<file path="config.mk">
export PLATFORM = sky130hd
export DESIGN_NAME = ahbl_subsys
export DESIGN_NICKNAME = d
export VERILOG_FILES = /design/src/ahbl_pkg.sv /design/src/ahbl_subsys.sv /design/src/ahbl_sram.sv /design/src/ahbl_arbiter.sv /design/src/ahbl_cmd_master.sv
export SDC_FILE = /design/constraint.sdc
export NUM_CORES = 2
export LEC_CHECK = 0
export BUFFER_PORTS_ARGS = -buffer_cell sky130_fd_sc_hd__buf_2
export CAP_MARGIN = 20
export CELL_PAD_IN_SITES_DETAIL_PLACEMENT = 0
export CELL_PAD_IN_SITES_GLOBAL_PLACEMENT = 1
export CORE_AREA = 3 3 408 410
export CTS_CLUSTER_DIAMETER = 120
export CTS_CLUSTER_SIZE = 10
export DETAILED_ROUTE_END_ITERATION = 10
export DIE_AREA = 0 0 411 413
export GPL_ROUTABILITY_DRIVEN = 0
export HOLD_SLACK_MARGIN = 0.05
export PLACE_DENSITY = 0.88
export SKIP_CTS_REPAIR_TIMING = 1
export SLEW_MARGIN = 20
export SYNTH_ARGS = -nofsm -noshare
export SYNTH_HDL_FRONTEND = slang
export SYNTH_HIERARCHICAL = 1
export SYNTH_SLANG_ARGS = --single-unit
</file>
<file path="constraint.sdc">
create_clock -name clk -period 4.5 [get_ports clk]
set_input_delay 0.225 -clock clk [delete_from_list [all_inputs] [get_ports clk]]
set_output_delay 0.225 -clock clk [all_outputs]
set_load 0.05 [all_outputs]
</file>
<file path="src/ahbl_pkg.sv">
`default_nettype none

package ahbl_pkg;

	// Bus widths
	localparam int W_ADDR = 32;
	localparam int W_DATA = 32;

	// Byte address on the bus
	typedef logic [W_ADDR-1:0] haddr_t;

	// Write or read data word
	typedef logic [W_DATA-1:0] hdata_t;

	// Transfer type encoding
	// Only IDLE and NONSEQ are ever driven here
	typedef enum logic [1:0] {
		IDLE   = 2'b00,
		BUSY   = 2'b01,
		NONSEQ = 2'b10,
		SEQ    = 2'b11
	} htrans_e;

	// Address phase from a master
	// HWDATA is carried separately since it lags by one cycle
	typedef struct packed {
		haddr_t  haddr;
		logic    hwrite;
		htrans_e htrans;
	} ahbl_req_t;

	// Response from a slave back to a master
	typedef struct packed {
		logic   hready_resp;
		logic   hresp;
		hdata_t hrdata;
	} ahbl_resp_t;

endpackage

`default_nettype wire
</file>
<file path="src/ahbl_subsys.sv">
`timescale 1ns/1ps
`default_nettype none

module ahbl_subsys #(
	parameter int N_PORTS     = 2,
	parameter int DEPTH       = 64,
	parameter int WAIT_STATES = 1
) (
	input  logic             clk,
	input  logic             rst_n,

	// Master 0 command port
	input  logic             m0_cmd_valid,
	input  logic             m0_cmd_write,
	input  ahbl_pkg::haddr_t m0_cmd_addr,
	input  ahbl_pkg::hdata_t m0_cmd_wdata,
	output logic             m0_busy,
	output logic             m0_done,
	output ahbl_pkg::hdata_t m0_rdata,
	output logic             m0_err,

	// Master 1 command port
	input  logic             m1_cmd_valid,
	input  logic             m1_cmd_write,
	input  ahbl_pkg::haddr_t m1_cmd_addr,
	input  ahbl_pkg::hdata_t m1_cmd_wdata,
	output logic             m1_busy,
	output logic             m1_done,
	output ahbl_pkg::hdata_t m1_rdata,
	output logic             m1_err
);

	// Master to arbiter
	ahbl_pkg::ahbl_req_t  [N_PORTS-1:0] src_req;
	ahbl_pkg::hdata_t     [N_PORTS-1:0] src_hwdata;
	ahbl_pkg::ahbl_resp_t [N_PORTS-1:0] src_resp;

	// Arbiter to SRAM
	ahbl_pkg::ahbl_req_t  dst_req;
	ahbl_pkg::hdata_t     dst_hwdata;
	logic                 dst_hready;
	ahbl_pkg::ahbl_resp_t dst_resp;

	// Port 0 wins arbitration
	ahbl_cmd_master i_master0 (
		.clk       (clk),
		.rst_n     (rst_n),
		.cmd_valid (m0_cmd_valid),
		.cmd_write (m0_cmd_write),
		.cmd_addr  (m0_cmd_addr),
		.cmd_wdata (m0_cmd_wdata),
		.busy      (m0_busy),
		.done      (m0_done),
		.rdata     (m0_rdata),
		.err       (m0_err),
		.req       (src_req[0]),
		.hwdata    (src_hwdata[0]),
		.resp      (src_resp[0])
	);

	ahbl_cmd_master i_master1 (
		.clk       (clk),
		.rst_n     (rst_n),
		.cmd_valid (m1_cmd_valid),
		.cmd_write (m1_cmd_write),
		.cmd_addr  (m1_cmd_addr),
		.cmd_wdata (m1_cmd_wdata),
		.busy      (m1_busy),
		.done      (m1_done),
		.rdata     (m1_rdata),
		.err       (m1_err),
		.req       (src_req[1]),
		.hwdata    (src_hwdata[1]),
		.resp      (src_resp[1])
	);

	ahbl_arbiter #(
		.N_PORTS (N_PORTS)
	) i_arbiter (
		.clk        (clk),
		.rst_n      (rst_n),
		.src_req    (src_req),
		.src_hwdata (src_hwdata),
		.src_resp   (src_resp),
		.dst_req    (dst_req),
		.dst_hwdata (dst_hwdata),
		.dst_hready (dst_hready),
		.dst_resp   (dst_resp)
	);

	ahbl_sram #(
		.DEPTH       (DEPTH),
		.WAIT_STATES (WAIT_STATES)
	) i_sram (
		.clk    (clk),
		.rst_n  (rst_n),
		.req    (dst_req),
		.hwdata (dst_hwdata),
		.hready (dst_hready),
		.resp   (dst_resp)
	);

endmodule

`default_nettype wire

</file>
<file path="src/ahbl_sram.sv">
`timescale 1ns/1ps
`default_nettype none

module ahbl_sram #(
	parameter int DEPTH       = 64,
	parameter int WAIT_STATES = 1
) (
	input  logic                 clk,
	input  logic                 rst_n,
	input  ahbl_pkg::ahbl_req_t  req,
	input  ahbl_pkg::hdata_t     hwdata,
	input  logic                 hready,
	output ahbl_pkg::ahbl_resp_t resp
);

	localparam int IDX_W = (DEPTH > 1) ? $clog2(DEPTH) : 1;
	localparam int CNT_W = (WAIT_STATES > 1) ? $clog2(WAIT_STATES) : 1;

	ahbl_pkg::hdata_t mem [DEPTH];

	// Data phase state
	logic             active;
	logic             write_q;
	logic [IDX_W-1:0] word_q;
	logic [CNT_W-1:0] wait_cnt;
	logic             hready_q;
	logic             hresp_q;

	logic accept;
	logic out_of_range;

	assign accept = hready && req.htrans == ahbl_pkg::NONSEQ;
	// Word index past the array end
	assign out_of_range = req.haddr[ahbl_pkg::W_ADDR-1:2] >= DEPTH;

	always_ff @(posedge clk or negedge rst_n) begin
		if (!rst_n) begin
			active   <= 1'b0;
			hready_q <= 1'b1;
			hresp_q  <= 1'b0;
			wait_cnt <= '0;
		end else if (hready) begin
			// Previous data phase done, new address phase may start
			active <= accept;
			if (accept && out_of_range) begin
				hresp_q  <= 1'b1;
				hready_q <= 1'b0;
			end else if (accept) begin
				hresp_q  <= 1'b0;
				hready_q <= (WAIT_STATES == 0);
				wait_cnt <= (WAIT_STATES > 0) ? CNT_W'(WAIT_STATES - 1) : '0;
			end else begin
				hresp_q  <= 1'b0;
				hready_q <= 1'b1;
			end
		end else if (hresp_q) begin
			// Second ERROR cycle
			hready_q <= 1'b1;
		end else if (wait_cnt == '0) begin
			hready_q <= 1'b1;
		end else begin
			wait_cnt <= wait_cnt - 1'b1;
		end
	end

	always_ff @(posedge clk) begin
		if (accept) begin
			write_q <= req.hwrite;
			word_q  <= req.haddr[2 +: IDX_W];
		end
		// Write lands at the end of an OKAY data phase
		if (hready && active && write_q && !hresp_q)
			mem[word_q] <= hwdata;
	end

	always_comb begin
		resp.hready_resp = hready_q;
		resp.hresp       = hresp_q;
		// Zero when idle or on error
		resp.hrdata      = (active && !hresp_q) ? mem[word_q] : '0;
	end

endmodule

`default_nettype wire

</file>
<file path="src/ahbl_arbiter.sv">
`timescale 1ns/1ps
`default_nettype none

module ahbl_arbiter #(
	parameter int N_PORTS = 2
) (
	input  logic                                clk,
	input  logic                                rst_n,

	// Master side ports, port 0 has highest priority
	input  ahbl_pkg::ahbl_req_t  [N_PORTS-1:0]  src_req,
	input  ahbl_pkg::hdata_t     [N_PORTS-1:0]  src_hwdata,
	output ahbl_pkg::ahbl_resp_t [N_PORTS-1:0]  src_resp,

	// Slave side port
	output ahbl_pkg::ahbl_req_t                 dst_req,
	output ahbl_pkg::hdata_t                    dst_hwdata,
	output logic                                dst_hready,
	input  ahbl_pkg::ahbl_resp_t                dst_resp
);

	// Per-port address phase buffers
	logic [N_PORTS-1:0]                buf_valid;
	ahbl_pkg::ahbl_req_t [N_PORTS-1:0] buf_req;

	// Buffered request if present, else live
	ahbl_pkg::ahbl_req_t [N_PORTS-1:0] actual_req;

	logic [N_PORTS-1:0] req_a;
	logic [N_PORTS-1:0] prio_gnt;
	logic [N_PORTS-1:0] gnt_a;
	logic [N_PORTS-1:0] gnt_q;
	logic [N_PORTS-1:0] gnt_d;
	logic [N_PORTS-1:0] in_dphase;
	logic [N_PORTS-1:0] src_hready;
	logic [N_PORTS-1:0] aphase_end;
	logic [N_PORTS-1:0] buf_wen;
	logic               stall_q;

	always_comb begin
		for (int i = 0; i < N_PORTS; i++) begin
			actual_req[i] = buf_valid[i] ? buf_req[i] : src_req[i];
			// Upper htrans bit set for NONSEQ and SEQ
			req_a[i] = actual_req[i].htrans[1];
		end
	end

	// Isolate lowest set bit
	assign prio_gnt = req_a & (~req_a + 1'b1);

	// Grant frozen after a wait state so the slave sees a stable address
	assign gnt_a = stall_q ? gnt_q : prio_gnt;

	// One-hot muxes for the slave side
	always_comb begin
		dst_req    = '0;
		dst_hwdata = '0;
		for (int i = 0; i < N_PORTS; i++) begin
			if (gnt_a[i])
				dst_req = actual_req[i];
			// Write data follows the data phase owner
			if (gnt_d[i])
				dst_hwdata = src_hwdata[i];
		end
	end

	// Slave ready only matters once someone owns the data phase
	assign dst_hready = (|gnt_d) ? dst_resp.hready_resp : 1'b1;

	// Master is in data phase with us, possibly not yet with the slave
	assign in_dphase = buf_valid | gnt_d;

	always_comb begin
		for (int i = 0; i < N_PORTS; i++) begin
			src_hready[i] = ~in_dphase[i] | (gnt_d[i] & dst_resp.hready_resp);
			src_resp[i].hready_resp = src_hready[i];
			src_resp[i].hresp       = gnt_d[i] & dst_resp.hresp;
			// Read data goes to every port
			src_resp[i].hrdata      = dst_resp.hrdata;
		end
	end

	// Master thinks its address phase is done
	assign aphase_end = req_a & src_hready;

	// Accepted by us but not by the slave
	assign buf_wen = aphase_end & ~(gnt_a & {N_PORTS{dst_hready}});

	always_ff @(posedge clk or negedge rst_n) begin
		if (!rst_n) begin
			buf_valid <= '0;
			gnt_d     <= '0;
			gnt_q     <= '0;
			stall_q   <= 1'b0;
		end else begin
			gnt_q   <= gnt_a;
			stall_q <= ~dst_hready;
			if (dst_hready)
				gnt_d <= gnt_a;
			// Granted buffers drain, new misses fill
			buf_valid <= (dst_hready ? (buf_valid & ~gnt_a) : buf_valid) | buf_wen;
		end
	end

	always_ff @(posedge clk) begin
		for (int i = 0; i < N_PORTS; i++) begin
			if (buf_wen[i])
				buf_req[i] <= src_req[i];
		end
	end

endmodule

`default_nettype wire

</file>
<file path="src/ahbl_cmd_master.sv">
`timescale 1ns/1ps
`default_nettype none

module ahbl_cmd_master (
	input  logic                clk,
	input  logic                rst_n,

	// Command side
	input  logic                cmd_valid,
	input  logic                cmd_write,
	input  ahbl_pkg::haddr_t    cmd_addr,
	input  ahbl_pkg::hdata_t    cmd_wdata,
	output logic                busy,
	output logic                done,
	output ahbl_pkg::hdata_t    rdata,
	output logic                err,

	// AHB-Lite master port
	output ahbl_pkg::ahbl_req_t req,
	output ahbl_pkg::hdata_t    hwdata,
	input  ahbl_pkg::ahbl_resp_t resp
);

	typedef enum logic [1:0] {
		IDLE,
		ADDR,
		DATA
	} state_e;

	state_e state;

	// Latched command
	logic             write_q;
	ahbl_pkg::haddr_t addr_q;
	ahbl_pkg::hdata_t wdata_q;

	always_ff @(posedge clk or negedge rst_n) begin
		if (!rst_n) begin
			state <= IDLE;
			done  <= 1'b0;
		end else begin
			done <= 1'b0;
			case (state)
				// New commands only accepted when idle
				IDLE: if (cmd_valid) state <= ADDR;
				// Address phase ends on hready high
				ADDR: if (resp.hready_resp) state <= DATA;
				DATA: begin
					if (resp.hready_resp) begin
						state <= IDLE;
						done  <= 1'b1;
					end
				end
				default: state <= IDLE;
			endcase
		end
	end

	always_ff @(posedge clk) begin
		if (state == IDLE && cmd_valid) begin
			write_q <= cmd_write;
			addr_q  <= cmd_addr;
			wdata_q <= cmd_wdata;
		end
		// Capture result as the data phase completes
		if (state == DATA && resp.hready_resp) begin
			rdata <= resp.hrdata;
			err   <= resp.hresp;
		end
	end

	// Busy drops together with the done pulse
	assign busy = (state != IDLE);

	always_comb begin
		req.haddr  = addr_q;
		req.hwrite = write_q;
		req.htrans = (state == ADDR) ? ahbl_pkg::NONSEQ : ahbl_pkg::IDLE;
	end

	// Write data held steady over the whole data phase
	assign hwdata = wdata_q;

endmodule

`default_nettype wire

</file>
==> summary.md <==
| Metric | Value |
|---|---|
| CTS tree | built |
| Critical path's top delay family | multiplexers |
| Register area | 70000 sq um |
| Setup violators final | 0 |
| HPWL reported at the end of detailed placement | 128500 um |
| Crit-path cells | buf_12 > mux4_2 > mux4_2 > mux2i_1 > o22ai_1 |
| FILL cells | 9928 |
| Residual DRC count | 0 |
| I/O pins | 204 |
| Ys Warns | 6 |
| GRT overflow | 0 |
| Cell Rows | 148 |
| Flop2flop setup slack | 620 ps |
| Synthesized area | 89410 sq um |
| Top Layer Used | met5 |
| Vias in the first global route | 47140 |
| Switching power share of the total | 31.96% |
| Layout cell share with drive strength beyond 1 | 29.88% |
| Outcome | finished clean |
| Iteration-0 DRC Markers | 7013 |
| Req. time, crit path | 5030 ps |
| Max Root-Sink Buffers | 4 |
| Total Routing Usage GR | 28.83% |
| H-tree depth | 5 |
| Post-route minimum period | 3877 ps |
| Cell internal pwr | 46350 uW |
| DR vias/cell | 6.862 |
| Clock group share of total power | 28.4% |
| P per Cell Area | 657.1 nW/um^2 |
| Aggregate routed wire length | 251000 um |
| Fin. Hold Viols | 0 |
| WP buf/inv | 1 |
| Post-route ant nets | 0 |
| I/O Buffers | 199 |
| Fin crit share | 86.16% |
| Largest net degree at the start of global routing | 65 |
| Slowest CP cell | dfxtp_4 |
| Initial Util | 54.93% |
| Antenna violations before repair | 7 |
| RSZ-0062 raised after global routing | no |
| WL met3 | 33620 um |
| WL/cell | 36.73 um |
| Number of nets in the layout | 4746 |
| DIE AREA | 169700 sq um |
| Worst clock skew | 58.33 ps |
| Hold/Removal Path Class | in -> reg |
| Most used cell, CP | mux4_2 |
| First-pass GRT wire length | 343500 um |
| Relative slew slack | 21.94% |
| Area Overhead vs Synth | 15.95% |
| CTS Sinks | 2335 |
| Post-route cell area | 103700 sq um |
| Chip width | 411 um |
| Core area | 162800 sq um |
| Design Power | 68120 uW |
| Clock insertion delay at the later pin of the skew report | 920 ps |
| Crit Path Max Fanout | 29 |
| Achievable Freq | 0.2579 GHz |
| Worst VDD drop | 0.0006073 V |
| Root Driver | clkbuf_16 |
| MaxCap Viol Count | 0 |
| Area occupied by multi-input gates | 18520 sq um |
| Via count | 46890 |
| CP max stage delay | 930 ps |
| Post-Syn Instances | 3988 |
| Critical path class | reg -> reg |
| Post-Place Cell Area | 94070 sq um |
| Psw | 21770 uW |
| Setup TNS Final | 0 ps |
| Arr. time, crit path | 4400 ps |
| Syn_nets | 4122 |
| Crit path launch type | register |
| Pleak | 0.03344 uW |
| Comb power frac | 29.3% |
| Clock slew at reported path FFs | 60 ps |
| CP Capture Type | register |
| DIE HEIGHT | 413 um |
| Avg Cell Area, Syn | 22.42 sq um |
| Wire length on met2 | 121100 um |
| Detailed-router iteration count before antenna repair | 5 |
| Actual slew at the worst max-slew pin | 1171 ps |
| Sequential power share | 42.3% |
| Pins over their slew limit | 0 |
| CTS Buf Count | 283 |
| Routed length on met1 | 81140 um |
[flip-flops by register name, summed over array words and instances, names as in the netlist, 6 cells and up, named ones only]
name / count
i_arbiter/buf_req: 66
i_master0/addr_q: 30
i_master0/hwdata: 32
i_master0/rdata: 32
i_master1/addr_q: 30
i_master1/hwdata: 32
i_master1/rdata: 32
i_sram/mem: 2048
i_sram/word_q: 6
[layer usage]
layer	up-vias	global-route usage, %
met3	905	8.761
li1	17790	-
met1	24040	36.80
met5	-	0
met2	4152	45.60
met4	4	13.92
[cells in the final DEF, fill, tap and decap left out, types with 8 or more instances in the layout]
master / count
a211oi_1: 9
a21oi_1: 54
a221oi_1: 11
a22o_2: 12
a22o_4: 19
a22oi_1: 64
a32oi_1: 11
and2_1: 8
buf_12: 31
buf_2: 199
buf_4: 175
clkbuf_1: 32
clkbuf_16: 287
dfrtp_1: 13
dlygate4sd3_1: 209
edfxtp_1: 2313
mux2_2: 9
mux2i_1: 204
mux4_2: 529
nand2_1: 111
nand2b_1: 11
nand3_1: 28
nor2_1: 41
nor2_4: 69
nor2b_1: 21
o211ai_1: 8
o21ai_0: 33
o22ai_1: 15
o22ai_2: 29
[per-stage QoR]
step	util, %	std cells	setup slack [ps]	hold WS, ps
final	63.69	6833	622.9	44.41
after global routing	63.68	6828	568.6	33.15
after CTS	62.31	6618	767.4	-773.4
after detailed placement	57.79	6293	902.9	181.4
after global placement	57.79	6293	929.1	165.9
after floorplan	-	3988	459.6	-70.59
[power by group through the flow]
| stage | Sequential, uW | Clock (uW) | Combinational, uW |
|---|---|---|---|
| 2_1_floorplan | 29100 | 0 | 12600 |
| 3_3_place_gp | 29100 | 0 | 18400 |
| 3_5_place_dp | 29200 | 0 | 18900 |
| 4_1_cts | 28800 | 19400 | 19300 |
| 5_1_grt | 28800 | 20300 | 20800 |
| 6_report | 28800 | 19400 | 20000 |
[worst paths after layout]
| check | depth (start not counted) | endpoint | startpoint |
|---|---|---|---|
| worst min-delay path | 2 | i_master1/addr_q[8] | m1_cmd_addr[8] |
| worst max-delay path | 5 | i_master0/rdata[24] | register |
| worst max register to register | 5 | i_master0/rdata[24] | register |
| worst min register to register | 0 | i_arbiter/buf_req[11] | i_master0/addr_q[8] |
| max in group asynchronous | 4 | i_arbiter/buf_valid[0] | rst_n |
| min in group asynchronous | 3 | i_sram/hready_q | rst_n |
[layout make-up]
cell class	count	share of cell area, %
inverters	11	0.03983
diodes	6	0.01448
clock inverters	6	0.04948
well taps	2175	2.625
flip-flops and latches	2335	67.52
clock buffers	319	7.043
multi-input cells	1367	17.86
repair buffers	614	4.844
(Power assumes the default switching activity.)
